--- src/logic/hazardPkg.sv ---
package hazardPkg;

  // register file index width, 32 architectural registers
  localparam int RegIdxW = 5;

  // register fields of one instruction as it moves down the pipe
  typedef struct packed {
    // entry holds a real instruction, cleared for a bubble
    logic               valid;
    // first source operand
    logic [RegIdxW-1:0] src1;
    // second source operand
    logic [RegIdxW-1:0] src2;
    // destination register
    logic [RegIdxW-1:0] dst;
    // result is written back to dst
    logic               regWrite;
    // load, the result only exists after the memory stage
    logic               memRead;
    // store
    logic               memWrite;
  } instrInfo_t;

  // operand source chosen for an execute-stage input
  // memory result is newer than writeback, so it has priority
  typedef enum logic [1:0] {
    fwdNone = 2'b00,
    fwdWb   = 2'b01,
    fwdMem  = 2'b10
  } fwdSel_e;

  // stall and flush vector for the whole pipe
  typedef struct packed {
    // hold the fetch PC
    logic stallF;
    // hold the decode register
    logic stallD;
    // hold the execute entry
    logic stallE;
    // hold the memory entry
    logic stallM;
    // squash the instruction in decode
    logic flushD;
    // put a bubble into execute
    logic flushE;
    // put a bubble into writeback
    logic flushW;
  } pipeCtrl_t;

  // phases of one four-phase req/ack transfer
  typedef enum logic [1:0] {
    hsIdle    = 2'b00,
    hsReq     = 2'b01,
    hsRelease = 2'b10,
    hsDone    = 2'b11
  } hsState_e;

endpackage
--- src/logic/hazardTop.sv ---
`timescale 1ns/1ps

// hazard control block of the five-stage pipe
// forward selects leave directly, ctrl also steers the stage tracker
module hazardTop (
  input  logic                  clk,
  input  logic                  arstN,
  input  hazardPkg::instrInfo_t decodeInstr,
  input  logic                  branchTakenE,
  input  logic                  dataAck,
  output hazardPkg::fwdSel_e    forwardA,
  output hazardPkg::fwdSel_e    forwardB,
  output hazardPkg::pipeCtrl_t  ctrl,
  output logic                  dataReq,
  output hazardPkg::instrInfo_t retireInstr
);

  // downstream entries held by the tracker
  hazardPkg::instrInfo_t exInstr;
  hazardPkg::instrInfo_t memInstr;
  hazardPkg::instrInfo_t wbInstr;

  // data access open on the memory port
  logic memBusy;
  // memory stage moves on this cycle
  logic memAdvance;

  assign memAdvance  = !ctrl.stallM;
  assign retireInstr = wbInstr;

  stageTracker stageTracker_i (
    .clk         (clk),
    .arstN       (arstN),
    .decodeInstr (decodeInstr),
    .ctrl        (ctrl),
    .exInstr     (exInstr),
    .memInstr    (memInstr),
    .wbInstr     (wbInstr)
  );

  forwardUnit forwardUnit_i (
    .exInstr  (exInstr),
    .memInstr (memInstr),
    .wbInstr  (wbInstr),
    .forwardA (forwardA),
    .forwardB (forwardB)
  );

  stallUnit stallUnit_i (
    .decodeInstr  (decodeInstr),
    .exInstr      (exInstr),
    .branchTakenE (branchTakenE),
    .memBusy      (memBusy),
    .ctrl         (ctrl)
  );

  memHandshake memHandshake_i (
    .clk        (clk),
    .arstN      (arstN),
    .memInstr   (memInstr),
    .memAdvance (memAdvance),
    .dataAck    (dataAck),
    .dataReq    (dataReq),
    .memBusy    (memBusy)
  );

endmodule

--- src/logic/memHandshake.sv ---
`timescale 1ns/1ps

// four-phase req/ack sequencer for the memory-stage data access
// one transfer per memory entry, then waits for the stage to advance
module memHandshake (
  input  logic                  clk,
  input  logic                  arstN,
  input  hazardPkg::instrInfo_t memInstr,
  input  logic                  memAdvance,
  input  logic                  dataAck,
  output logic                  dataReq,
  output logic                  memBusy
);

  hazardPkg::hsState_e state;
  hazardPkg::hsState_e stateNext;

  // memory entry needs the data port
  logic accessPending;

  assign accessPending = memInstr.valid && (memInstr.memRead || memInstr.memWrite);

  always_ff @(posedge clk or negedge arstN)
  begin
    if (!arstN)
      state <= hazardPkg::hsIdle;
    else
      state <= stateNext;
  end

  always_comb
  begin
    stateNext = state;
    unique case (state)
      hazardPkg::hsIdle:
      begin
        // start as soon as a load or store sits in memory
        if (accessPending)
          stateNext = hazardPkg::hsReq;
      end
      hazardPkg::hsReq:
      begin
        // req stays up until ack is seen high
        if (dataAck)
          stateNext = hazardPkg::hsRelease;
      end
      hazardPkg::hsRelease:
      begin
        // req is down, wait for ack to return low
        if (!dataAck)
          stateNext = hazardPkg::hsDone;
      end
      hazardPkg::hsDone:
      begin
        // access finished, never repeat it for the same entry
        if (memAdvance)
          stateNext = hazardPkg::hsIdle;
      end
      default:
      begin
        stateNext = hazardPkg::hsIdle;
      end
    endcase
  end

  // req comes straight from the state, glitch free on the bus
  assign dataReq = (state == hazardPkg::hsReq);

  // busy from the first cycle of the access through the release phase
  // hsIdle term keeps the pipe from moving the entry before req rises
  assign memBusy = ((state == hazardPkg::hsIdle) && accessPending) ||
                   (state == hazardPkg::hsReq) ||
                   (state == hazardPkg::hsRelease);

endmodule

--- src/logic/stallUnit.sv ---
`timescale 1ns/1ps

// load-use detection and the stall/flush vector
module stallUnit (
  input  hazardPkg::instrInfo_t decodeInstr,
  input  hazardPkg::instrInfo_t exInstr,
  input  logic                  branchTakenE,
  input  logic                  memBusy,
  output hazardPkg::pipeCtrl_t  ctrl
);

  // load in execute whose result decode wants next cycle
  logic loadUse;
  // decode reads the register the load writes
  logic srcMatch;

  // a zero destination never creates a dependency
  always_comb
  begin
    srcMatch = (exInstr.dst == decodeInstr.src1) ||
               (exInstr.dst == decodeInstr.src2);
    loadUse  = decodeInstr.valid && exInstr.valid && exInstr.memRead &&
               (exInstr.dst != '0) && srcMatch;
  end

  // memory stalls dominate everything else
  // held stages are never flushed, the flush waits until memory is free
  always_comb
  begin
    // front end holds on a load-use bubble or an open data access
    ctrl.stallF = loadUse || memBusy;
    ctrl.stallD = loadUse || memBusy;

    // back end holds only for the data port
    ctrl.stallE = memBusy;
    ctrl.stallM = memBusy;

    // writeback gets bubbles while memory is held
    ctrl.flushW = memBusy;

    // Wrong-path instructions in decode and execute are squashed on a taken branch.
    ctrl.flushD = branchTakenE && !memBusy;
    ctrl.flushE = (loadUse || branchTakenE) && !memBusy;
  end

endmodule

--- src/logic/forwardUnit.sv ---
`timescale 1ns/1ps

// operand forwarding selects for the two execute-stage sources
module forwardUnit (
  input  hazardPkg::instrInfo_t exInstr,
  input  hazardPkg::instrInfo_t memInstr,
  input  hazardPkg::instrInfo_t wbInstr,
  output hazardPkg::fwdSel_e    forwardA,
  output hazardPkg::fwdSel_e    forwardB
);

  // true when a downstream entry writes the register that src reads
  // register 0 is hardwired, never a source of forwarding
  function automatic logic writesReg(
    input hazardPkg::instrInfo_t entry,
    input logic [hazardPkg::RegIdxW-1:0] src
  );
    writesReg = entry.valid && entry.regWrite &&
                (entry.dst != '0) && (entry.dst == src);
  endfunction

  // priority chain, newest result first
  function automatic hazardPkg::fwdSel_e pickSrc(
    input logic [hazardPkg::RegIdxW-1:0] src
  );
    if (writesReg(memInstr, src))
      pickSrc = hazardPkg::fwdMem;
    else if (writesReg(wbInstr, src))
      pickSrc = hazardPkg::fwdWb;
    else
      pickSrc = hazardPkg::fwdNone;
  endfunction

  // selects are purely combinational, same cycle as the tracker state
  always_comb
  begin
    forwardA = pickSrc(exInstr.src1);
    forwardB = pickSrc(exInstr.src2);
  end

endmodule

--- src/logic/stageTracker.sv ---
`timescale 1ns/1ps

// holds the register fields of the execute, memory and writeback entries
// stands in for the datapath pipeline registers
module stageTracker (
  input  logic                  clk,
  input  logic                  arstN,
  input  hazardPkg::instrInfo_t decodeInstr,
  input  hazardPkg::pipeCtrl_t  ctrl,
  output hazardPkg::instrInfo_t exInstr,
  output hazardPkg::instrInfo_t memInstr,
  output hazardPkg::instrInfo_t wbInstr
);

  // execute entry
  // held while the memory stage waits on the data port
  always_ff @(posedge clk or negedge arstN)
  begin
    if (!arstN)
    begin
      exInstr <= '0;
    end
    else if (ctrl.stallE)
    begin
      // keep the instruction until memory is free
      exInstr <= exInstr;
    end
    else if (ctrl.flushE || ctrl.stallD)
    begin
      // load-use or taken branch puts a bubble into execute
      // payload fields are left as they were
      exInstr       <= decodeInstr;
      exInstr.valid <= 1'b0;
    end
    else
    begin
      exInstr <= decodeInstr;
    end
  end

  // memory entry
  always_ff @(posedge clk or negedge arstN)
  begin
    if (!arstN)
    begin
      memInstr <= '0;
    end
    else if (ctrl.stallM)
    begin
      // access still open on the data port
      memInstr <= memInstr;
    end
    else
    begin
      memInstr <= exInstr;
    end
  end

  // writeback entry
  // a held memory stage sends bubbles so nothing retires twice
  always_ff @(posedge clk or negedge arstN)
  begin
    if (!arstN)
    begin
      wbInstr <= '0;
    end
    else if (ctrl.stallM || ctrl.flushW)
    begin
      wbInstr       <= memInstr;
      wbInstr.valid <= 1'b0;
    end
    else
    begin
      wbInstr <= memInstr;
    end
  end

endmodule

--- config.mk ---
export PLATFORM = sky130hd
export DESIGN_NAME = hazardTop
export DESIGN_NICKNAME = d
export VERILOG_FILES = /design/src/logic/hazardPkg.sv /design/src/logic/hazardTop.sv /design/src/logic/memHandshake.sv /design/src/logic/stallUnit.sv /design/src/logic/forwardUnit.sv /design/src/logic/stageTracker.sv
export SDC_FILE = /design/constraint.sdc
export NUM_CORES = 1
export LEC_CHECK = 0
export BUFFER_PORTS_ARGS = -buffer_cell sky130_fd_sc_hd__buf_2
export CORE_ASPECT_RATIO = 0.9
export CORE_MARGIN = 8
export CORE_UTILIZATION = 55
export CTS_BUF_LIST = sky130_fd_sc_hd__clkbuf_8
export CTS_CLUSTER_DIAMETER = 30
export DETAILED_ROUTE_END_ITERATION = 8
export PLACE_DENSITY = 0.8
export SYNTH_ARGS = -nofsm -noshare
export SYNTH_HDL_FRONTEND = slang
export SYNTH_SLANG_ARGS = --single-unit
--- constraint.sdc ---
create_clock -name clk -period 3.3 [get_ports clk]
set_input_delay 0.33 -clock clk [delete_from_list [all_inputs] [get_ports clk]]
set_output_delay 0.33 -clock clk [all_outputs]
set_load 0.005 [all_outputs]
After elaboration in Yosys (flattened, before gate mapping)
Index checks and enable logic that the tools add are counted.
{"block": "classes", "n_eq_ne": 13, "mux": 11, "n_reduce_logical": 29}
{"operator": "$mux 19", "n": 2}
{"operator": "$eq 5x5->1", "n": 6}
{"operator": "$logic_and 1x1->1", "n": 16}
{"operator": "$reduce_bool 5->1", "n": 3}
{"operator": "$mux 2", "n": 6}
{"operator": "$pmux 2 s4", "n": 1}
{"operator": "$logic_or 1x1->1", "n": 7}
{"operator": "$ne 2x2->1 const B", "n": 3}
{"operator": "$eq 2x2->1 const B", "n": 2}
{"operator": "$reduce_and 4->1", "n": 1}
{"operator": "$eq 2x1->1 const B", "n": 1}
{"operator": "$logic_not 2->1", "n": 1}
{"operator": "$mux 1", "n": 2}
{"operator": "$ne 2x1->1 const B", "n": 1}
{"operator": "$logic_not 1->1", "n": 1}
{"block": "totals", "reg_bits": 59, "inputBits": 23, "output_inout_bits": 31, "word_cells": 75}

Logic depth before layout (Yosys ltp)
Gate-level depths: netlist of the first run.
{"block": "depth", "word_depth": 9, "ltp_mapped": 9, "mapped_depth_nobuf": 7}

Modules after synthesis
From an unflattened synthesis of the first run, not the netlist that was laid out.
{"block": "unflattened", "hier_cells": 181, "hier_area_um2": 2728.9}
{"module": "stageTracker", "instances": 1, "cells_each": 102, "area_each_um2": 2058.2, "seq_area_each_um2": 1426.4}
{"module": "forwardUnit", "instances": 1, "cells_each": 34, "area_each_um2": 262.8, "seq_area_each_um2": 0.0}
{"module": "memHandshake", "instances": 1, "cells_each": 19, "area_each_um2": 211.5, "seq_area_each_um2": 50.0}
{"module": "stallUnit", "instances": 1, "cells_each": 25, "area_each_um2": 192.7, "seq_area_each_um2": 0.0}
{"module": "hazardTop", "instances": 1, "cells_each": 1, "area_each_um2": 3.8, "seq_area_each_um2": 0.0}

Worst setup path before layout of the first run
OpenSTA, ideal clock, no wires.
{"block": "synth_path", "path_kind": "register to output", "start": "register memHandshake_i.state[0]", "end": "output port ctrl[6] in the netlist's numbering", "arrival_ps": 1637, "t_required_ps": 2970, "setup_slack_ps": 1333, "stages_incl_launch_ff": 9, "path_buffers": 3, "cell_sequence": "dfrtp_1 > inv_1 > ha_1 > o211ai_1 > and2_1 > buf_2 > clkbuf_1 > o21ai_0 > buf_4"}
{"element": "start, declared", "line": "memHandshake.sv:15", "source": "hazardPkg::hsState_e state;"}
{"element": "start signal, assigned", "line": "memHandshake.sv:26", "source": "state <= hazardPkg::hsIdle;"}
{"element": "start signal, assigned", "line": "memHandshake.sv:28", "source": "state <= stateNext;"}
{"element": "end, declared", "line": "hazardTop.sv:13", "source": "output hazardPkg::pipeCtrl_t ctrl,"}

==> results of run 1 <==
-- worst max-delay path: cells and delay by family, from the launching register on --
kind	cells	cell delay [ps]
compound gates	2	320
fa+ha+maj	1	240
buf+inv	3	630
flops	1	400
simple gates	1	180
-- logic make-up (layout without fill, tap and decap cells) --
| logic type | Yosys count | after routing | share of synthesized area |
|---|---|---|---|
| compound gates | 15 | 15 | 0.0497 |
| mux | 2 | 2 | 0.00877 |
| fa+ha+maj | 4 | 4 | 0.0195 |
| simple gates | 130 | 130 | 0.210 |
| flops | 59 | 59 | 0.575 |
| buf+inv | 19 | 78 | 0.0351 |
| xor+xnor | 30 | 30 | 0.102 |
-- metrics by stage --
step / setup WS [ps] / cell area, um2 / instances / utilization / hold WS [ps]
2_1_floorplan: 1330 / 2570 / 259 / - / 34.4
3_3_place_gp: 1340 / 2870 / 364 / 0.643 / 289
3_5_place_dp: 1230 / 2870 / 364 / 0.643 / 300
4_1_cts: 856 / 3080 / 380 / 0.690 / 173
5_1_grt: 696 / 3080 / 380 / 0.690 / 174
6_report: 852 / 3080 / 380 / 0.690 / 190
-- state kept, by name (all words and copies together) (netlist names) --
name / count
stageTracker_i.memInstr: 19
memHandshake_i.state: 2
stageTracker_i.wbInstr: 19
stageTracker_i.exInstr: 19
-- layout by cell type, fill, tap and decap left out, drive strengths merged, types with 3 or more instances in the layout --
cell type	Yosys	routed
inv	6	6
xnor2	6	6
nor4	4	4
dfrtp	59	59
nand2	110	110
or4	5	5
xor2	24	24
buf	7	56
o211ai	3	3
clkbuf	6	11
ha	4	4
nor2	5	5
o21ai	3	3
-- report_power, final --
| part | internal (mW) | switching, mW | total [mW] |
|---|---|---|---|
| clock | 0.384 | 0.270 | 0.654 |
| combinational | 0.584 | 0.762 | 1.35 |
| sequential | 1.09 | 0.347 | 1.44 |
-- how the worst min path moves through the flow --
stage / slack (ps) / to / from
3_3_place_gp: 290 / stageTracker_i.wbInstr[17] / arstN
5_1_grt: 170 / stageTracker_i.exInstr[2] / decodeInstr[2]
3_5_place_dp: 300 / stageTracker_i.memInstr[8] / arstN
2_1_floorplan: 30 / memHandshake_i.state[0] / arstN
4_1_cts: 170 / stageTracker_i.exInstr[4] / decodeInstr[4]
6_report: 190 / stageTracker_i.exInstr[5] / decodeInstr[5]
-- cell type report --
type,count,area [um2],area share
Clock buffer,11,151,0.0492
Clock inverter,4,50.0,0.0163
Inverter,6,22.5,0.00732
Multi-Input combinational cell,181,1000,0.326
Sequential cell,59,1480,0.480
Tap cell,62,77.6,0.0252
Timing Repair Buffer,57,298,0.0967
-- routing by layer --
metal | vias up | track usage | wire length, um
li1 | 939 | - | -
met1 | 899 | 0.213 | 2410
met2 | 60 | 0.237 | 2360
met3 | 4 | 0.0726 | 436
met4 | 0 | 0.0455 | 23
met5 | - | 0 | 0
==> flow_metrics.py, run 1 <==
metrics = {
    "logic_synthesis": {
        "synth_cells": 259,
        "syn_area_per_cell_um2": 9.92,
        "synth.most_common_cell": "nand2_1",
        "synth_commonest_cells": "110 x nand2_1, 59 x dfrtp_1, 24 x xor2_1, 6 x clkbuf_1, 6 x xnor2_1",
        "synth_edf_count": 0,
        "synth_top_area_cell": "dfrtp_1",
        "synth_area_leaders": "dfrtp_1 57%, nand2_1 16%, xor2_1 8.2%",
        "synth.yosys.seq_area_share": 0.575,
        "syn-num-nets": 286,
        "synth-seq-cells": 59,
        "synthesis.area_mm2": 0.00257,
        "synth.distinct_cells": 31,
        "synth_top_cell_area_share": 0.575,
        "yosysWarnings": 0,
        "ys.flop_type": "dfrtp_1",
        "async_flop_share": 1.00,
    },
    "floorplanning": {
        "die_h_um": 80.8,
        "rows": 23,
        "start_util": 0.576,
        "coreArea_mm2": 0.00446,
        "boundaryPins": 54,
        "die-area_mm2": 0.00712,
        "dieWidth_um": 88.0,
    },
    "clock_tree": {
        "clk_pin_slew_ps": 60,
        "ctsHoldBuffers": 1,
        "cts-resized-gates": 0,
        "clk_path_buf_depth": 2,
        "clk_latency_ps": 330,
        "cts_tree": "done",
        "cts_root_buf": "clkbuf_8",
        "cts_sinks": 59,
        "post-cts-setup-buffers": 0,
        "cts_htree_levels": 3,
        "cts_made_buffers": 9,
    },
    "sta": {
        "finalSetupTns_ps": 0,
        "setup_violations": 0,
        "clock_skew_ps": 3.40,
        "fmax_mhz": 409,
        "rsz0062_at_grt": "no",
        "period_needed_ps": 2450,
        "drv_slew": 0,
        "tightest_slew_ps": 499,
        "maxSlewHeadroom": 0.665,
        "period_share": 0.742,
        "hold_viol_final": 0,
    },
    "worst_setup_path": {
        "rr_worst_depth": 7,
        "rr_endpoint": "memHandshake_i.state[1]",
        "worstPathCellList": "inv_1 > ha_1 > o211ai_1 > and2_1 > buf_4 > o21ai_0 > buf_2",
        "crit_path_max_fanout": 42,
        "worstSetupPathType": "register to primary output",
        "reg2reg_from": "memHandshake_i.state[0]",
        "cp-start-kind": "register",
        "reg2reg_setup_slack_ps": 1280,
        "crit_path_start": "memHandshake_i.state[0]",
        "cp-end-kind": "primary output",
        "slowest_delay_ps": 400,
        "required_ps": 2970,
        "crit_slowest_cell": "dfrtp_1",
        "crit_path_end": "ctrl[6]",
        "arrival_ps": 2120,
    },
    "pwr": {
        "p_per_area_mw_per_mm2": 1120,
        "power_mw": 3.44,
        "irDropWorstVdd_mv": 0.726,
        "p_leak_nw": 1.64,
    },
    "route": {
        "first_pass_iters": 4,
        "dr_total_vias": 1902,
        "drc": 0,
        "drtIter0Drc": 84,
        "vias_per_cell": 5.01,
        "finalWirelength_um": 5230,
        "wl_per_cell_um": 13.8,
        "ant_nets": 0,
    },
    "finish": {
        "syn2layout_area_growth_pct": 19.8,
        "fillCellCount": 337,
        "drive_gt1_frac": 0.252,
        "num_antenna_cells": 0,
        "final_nets": 341,
    },
    "global_routing": {
        "grt-ovfl-total": 0,
        "grt_max_degree": 43,
        "grtUsageTotal": 0.162,
        "grt_pass1_vias": 1879,
        "antenna_found_initial": 0,
        "grt_pass1_wl_um": 8780,
    },
    "hold_path": {
        "hold_path_class": "input pin to register",
        "worstHoldPathCells": 3,
    },
    "job": {
        "drv_cap": 0,
    },
    "placement": {
        "dp_hpwl_um": 3840,
        "place.port_buffers": 53,
        "place.gp.congestion": 0.785,
    },
    "run_status": {
        "status": "finished, final reports clean",
    },
}
(Power assumes the default switching activity.)
==> run 2, diff against run 1 <==
Clock period 3.3 ns to 2.33 ns, I/O delays scaled along.
==> flow_metrics.py, run 2 (synthesized netlist as in run 1, its figures left out) <==
metrics = {
    "run_status": {
        "status": "finished, final reports clean",
    },
    "placement": {
        "place.gp.congestion": 0.812,
        "place.port_buffers": 53,
        "dp_hpwl_um": 3920,
    },
    "worst_setup_path": {
        "cp-end-kind": "primary output",
        "worstSetupPathType": "register to primary output",
        "reg2reg_from": "memHandshake_i.state[0]",
        "rr_endpoint": "memHandshake_i.state[1]",
        "crit_path_max_fanout": 5,
        "arrival_ps": 1970,
        "rr_worst_depth": 7,
        "slowest_delay_ps": 540,
        "required_ps": 2100,
        "reg2reg_setup_slack_ps": 510,
        "crit_slowest_cell": "or4_4",
        "worstPathCellList": "or4_4 > o211ai_2 > nor4_1 > nor4_2 > buf_2",
        "cp-start-kind": "register",
    },
    "pwr": {
        "p_int_mw": 3.09,
        "clkPwrFrac": 0.198,
        "switching_power_mw": 2.03,
        "pwr-share-comb": 0.403,
        "p_leak_nw": 1.68,
        "swShare": 0.397,
        "p_seq_frac": 0.399,
        "p_per_area_mw_per_mm2": 1620,
        "irDropWorstVdd_mv": 1.07,
    },
    "clock_tree": {
        "clk_latency_ps": 330,
        "cts_tree": "done",
        "clk_pin_slew_ps": 70,
        "cts_root_buf": "clkbuf_8",
        "cts_made_buffers": 9,
        "cts_sinks": 59,
        "cts_htree_levels": 3,
        "clk_path_buf_depth": 2,
    },
    "global_routing": {
        "antenna_found_initial": 0,
        "grt_pass1_wl_um": 9170,
        "grt_max_degree": 35,
        "grt_pass1_vias": 1962,
        "grt-ovfl-total": 0,
        "grtUsageTotal": 0.165,
    },
    "route": {
        "wl_per_cell_um": 14.0,
        "finalWirelength_um": 5400,
        "dr_total_vias": 1909,
        "ant_nets": 0,
        "drc": 0,
        "vias_per_cell": 4.95,
        "first_pass_iters": 4,
        "drtIter0Drc": 96,
    },
    "floorplanning": {
        "rows": 23,
        "die_h_um": 80.8,
        "start_util": 0.576,
        "die-area_mm2": 0.00712,
        "dieWidth_um": 88.0,
        "boundaryPins": 54,
        "coreArea_mm2": 0.00446,
    },
    "sta": {
        "hold_viol_final": 0,
        "rsz0062_at_grt": "no",
        "period_needed_ps": 2200,
        "timing.hold.ws_ps": 90.3,
        "setup_violations": 0,
        "clock_skew_ps": 6.80,
        "tightest_slew_ps": 601,
        "drv_slew": 0,
        "period_share": 0.946,
        "fmax_mhz": 454,
        "finalSetupTns_ps": 0,
        "maxSlewHeadroom": 0.599,
    },
    "finish": {
        "layout_common_cells": "110 x nand2_1, 57 x dfrtp_1, 53 x buf_2, 24 x xor2_1, 9 x clkbuf_8",
        "fillCellCount": 342,
        "reg_top3": "stageTracker_i.exInstr x19, stageTracker_i.memInstr x19, stageTracker_i.wbInstr x19",
        "seqCellArea_mm2": 0.00148,
        "layout_commonest_cell": "nand2_1",
        "final_nets": 346,
        "num_antenna_cells": 0,
        "multiInputGateArea_mm2": 0.00101,
        "drive_gt1_frac": 0.278,
        "syn2layout_area_growth_pct": 23.3,
    },
    "hold_path": {
        "worstHoldPathCells": 3,
        "hp-start": "decodeInstr[1]",
        "min_to": "stageTracker_i.exInstr[1]",
        "hold_path_class": "input pin to register",
    },
    "job": {
        "drv_cap": 0,
    },
}
==> run 2: per-stage QoR <==
step | cell area [um2] | setup WS, ps | cells | util | power [mW]
after floorplan | 2570 | 460 | 259 | - | 3.40
after CTS | 3130 | 78.5 | 383 | 0.701 | 5.08
final | 3170 | 125 | 386 | 0.710 | 5.12
after global placement | 2890 | 493 | 366 | 0.649 | 3.98
after detailed placement | 2890 | 444 | 366 | 0.649 | 4.04
after global routing | 3170 | 8.87 | 386 | 0.710 | 5.57
==> run 2: cell type report <==
| type | instances | area share |
|---|---|---|
| Sequential cell | 59 | 0.467 |
| Multi-Input combinational cell | 181 | 0.318 |
| Timing Repair Buffer | 62 | 0.112 |
| Clock buffer | 9 | 0.0391 |
| Clock inverter | 7 | 0.0316 |
| Tap cell | 62 | 0.0245 |
| Inverter | 6 | 0.00711 |
==> run 2: power by group through the flow <==
stage / sequential [mW] / clock, mW / combinational [mW]
finish: 2.05 / 1.01 / 2.06
global route: 2.12 / 1.09 / 2.36
CTS: 2.04 / 1.04 / 2.00
detailed placement: 2.06 / 0 / 1.99
global placement: 2.03 / 0 / 1.95
floorplan: 1.95 / 0 / 1.45
==> run 2: repair_timing <==
item	in CTS	in global routing
buffers inserted	0	3
gates resized for setup	0	6
hold buffers	1	0
endpoints found under the hold margin	25	0
endpoints found under the setup margin	0	6
==> run 2: critical path, delay by kind of cell (launching register included) <==
family,cells,cell delay (ps)
compound gates,1,170
flops,1,440
simple gates,3,890
buf+inv,1,150
==> run 2: worst max-delay path by stage <==
stage / end / cells after the start / slack (ps) / start
global route: forwardB[0] / 5 / 9 / stageTracker_i.memInstr[4]
floorplan: ctrl[6] / 8 / 460 / memHandshake_i.state[0]
global placement: forwardA[0] / 5 / 490 / stageTracker_i.memInstr[4]
detailed placement: forwardB[0] / 5 / 440 / stageTracker_i.memInstr[4]
CTS: forwardA[0] / 5 / 80 / stageTracker_i.memInstr[4]
finish: forwardA[0] / 5 / 130 / stageTracker_i.memInstr[4]
==> run 2: metal layers <==
layer,vias to the layer above,global-route usage,share of wire,wire length [um]
met1,914,0.214,0.47,2550
li1,941,-,-,-
met4,0,0.0405,0.0098,53
met3,6,0.0645,0.066,355
met2,48,0.256,0.45,2440
met5,-,0,0,0
==> run 3, diff against run 2 <==
Settings changed: PLACE_DENSITY 0.8 to 0.82.
==> flow_metrics.py, run 3 (synthesized netlist as in run 1, its figures left out) <==
metrics = {
    "global_routing": {
        "grtUsageTotal": 0.172,
        "grt_max_degree": 43,
        "top_usage_layer": "met2",
        "grt_pass1_wl_um": 9150,
        "use_met1": 0.217,
        "antenna_found_initial": 0,
        "grt.met2_usage": 0.260,
        "met3_usage": 0.0696,
        "grt_pass1_vias": 1942,
        "grt-ovfl-total": 0,
    },
    "finish": {
        "final_nets": 345,
        "drive_gt1_frac": 0.270,
        "num_antenna_cells": 0,
        "syn2layout_area_growth_pct": 22.6,
        "instances_no_fill": 384,
        "post-route-util": 0.706,
        "layout_common_cells": "110 x nand2_1, 57 x dfrtp_1, 53 x buf_2, 24 x xor2_1, 11 x clkbuf_8",
        "design_area_mm2": 0.00315,
        "layout_commonest_cell": "nand2_1",
        "reg_top3": "stageTracker_i.exInstr x19, stageTracker_i.memInstr x19, stageTracker_i.wbInstr x19",
    },
    "placement": {
        "place.gp.congestion": 0.816,
        "dp_slack_ps": 392,
        "post-place-cells": 364,
        "place.port_buffers": 53,
        "dp_hpwl_um": 3990,
        "dpl-instance-area_mm2": 0.00288,
    },
    "worst_setup_path": {
        "worstSetupPathType": "register to primary output",
        "rr_worst_depth": 7,
        "cp-end-kind": "primary output",
        "worstPathCellList": "inv_1 > ha_1 > o211ai_1 > and2_1 > buf_8 > nand2_1 > o31ai_1 > buf_2",
        "crit_slowest_cell": "dfrtp_1",
        "slowest_delay_ps": 390,
        "arrival_ps": 1990,
        "required_ps": 2100,
        "cp-start-kind": "register",
        "reg2reg_setup_slack_ps": 430,
        "crit_path_max_fanout": 42,
    },
    "clock_tree": {
        "cts_tree": "done",
        "cts_htree_levels": 3,
        "clk_path_buf_depth": 2,
        "clk_latency_ps": 330,
        "cts_sinks": 59,
        "cts_root_buf": "clkbuf_8",
        "cts_made_buffers": 9,
        "clk_pin_slew_ps": 60,
    },
    "route": {
        "ant_nets": 0,
        "first_pass_iters": 4,
        "wl_per_cell_um": 15.0,
        "finalWirelength_um": 5750,
        "drtIter0Drc": 118,
        "dr_total_vias": 1959,
        "drc": 0,
        "vias_per_cell": 5.10,
    },
    "pwr": {
        "irDropWorstVdd_mv": 0.963,
        "p_int_mw": 2.99,
        "pwr-share-comb": 0.410,
        "p_seq_frac": 0.408,
        "clkPwrFrac": 0.182,
        "power_mw": 5.03,
        "swShare": 0.405,
        "p_leak_nw": 1.68,
        "p_per_area_mw_per_mm2": 1600,
        "switching_power_mw": 2.04,
    },
    "sta": {
        "clock_skew_ps": 3.38,
        "maxSlewHeadroom": 0.548,
        "fmax_mhz": 449,
        "setup_ws_ps": 103,
        "finalSetupTns_ps": 0,
        "drv_slew": 0,
        "hold_viol_final": 0,
        "period_needed_ps": 2230,
        "period_share": 0.956,
        "setup_violations": 0,
        "tightest_slew_ps": 679,
        "timing.hold.ws_ps": 89.5,
    },
    "job": {
        "drv_cap": 0,
    },
    "floorplanning": {
        "die_h_um": 80.8,
        "dieWidth_um": 88.0,
        "coreArea_mm2": 0.00446,
        "die-area_mm2": 0.00712,
        "rows": 23,
        "start_util": 0.576,
        "boundaryPins": 54,
    },
    "run_status": {
        "status": "finished, final reports clean",
    },
    "hold_path": {
        "worstHoldPathCells": 3,
        "hold_path_class": "input pin to register",
    },
}
-- run 3: per-layer routing --
metal | wire length [um] | share of wire
met1 | 2420 | 0.42
met2 | 2830 | 0.49
met3 | 427 | 0.074
met4 | 72 | 0.013
met5 | 0 | 0
-- run 3: worst paths after layout --
check / start / endpoint
worst max-delay path: memHandshake_i.state[0] / ctrl[1]
min in group asynchronous: arstN / stageTracker_i.wbInstr[8]
worst max register to register: memHandshake_i.state[0] / memHandshake_i.state[1]
max in group asynchronous: arstN / stageTracker_i.memInstr[5]
worst min-delay path: decodeInstr[5] / stageTracker_i.exInstr[5]
worst min register to register: stageTracker_i.memInstr[15] / stageTracker_i.wbInstr[15]
-- run 3: final cells by class --
class,count,area [um2]
Clock buffer,11,151
Clock inverter,4,42.5
Fill cell,338,1310
Inverter,6,22.5
Multi-Input combinational cell,181,1020
Sequential cell,59,1480
Tap cell,62,77.6
Timing Repair Buffer,61,352
-- run 3: power by group through the flow --
stage | Sequential [mW] | Clock [mW] | Combinational (mW)
finish | 2.05 | 0.914 | 2.07
global route | 2.12 | 0.980 | 2.33
CTS | 2.04 | 0.928 | 1.97
detailed placement | 2.06 | 0 | 1.95
global placement | 2.03 | 0 | 1.87
floorplan | 1.95 | 0 | 1.45
-- run 3: worst max-delay path: cells and delay by family, from the launching register on --
kind | cells | cell delay (ps)
adder cells (fa/ha/maj) | 1 | 240
flip-flops | 1 | 390
buffers and inverters | 3 | 490
AND/OR/NAND/NOR | 2 | 350
AO/OA/AOI/OAI | 2 | 190
-- run 3: repair_timing --
action / 4_1_cts / 5_1_grt
hold buffers: 1 / 0
endpoints found under the setup margin: 0 / 9
hold endpoints to repair: 29 / 0
setup buffers: 0 / 4
resized for setup: 0 / 9
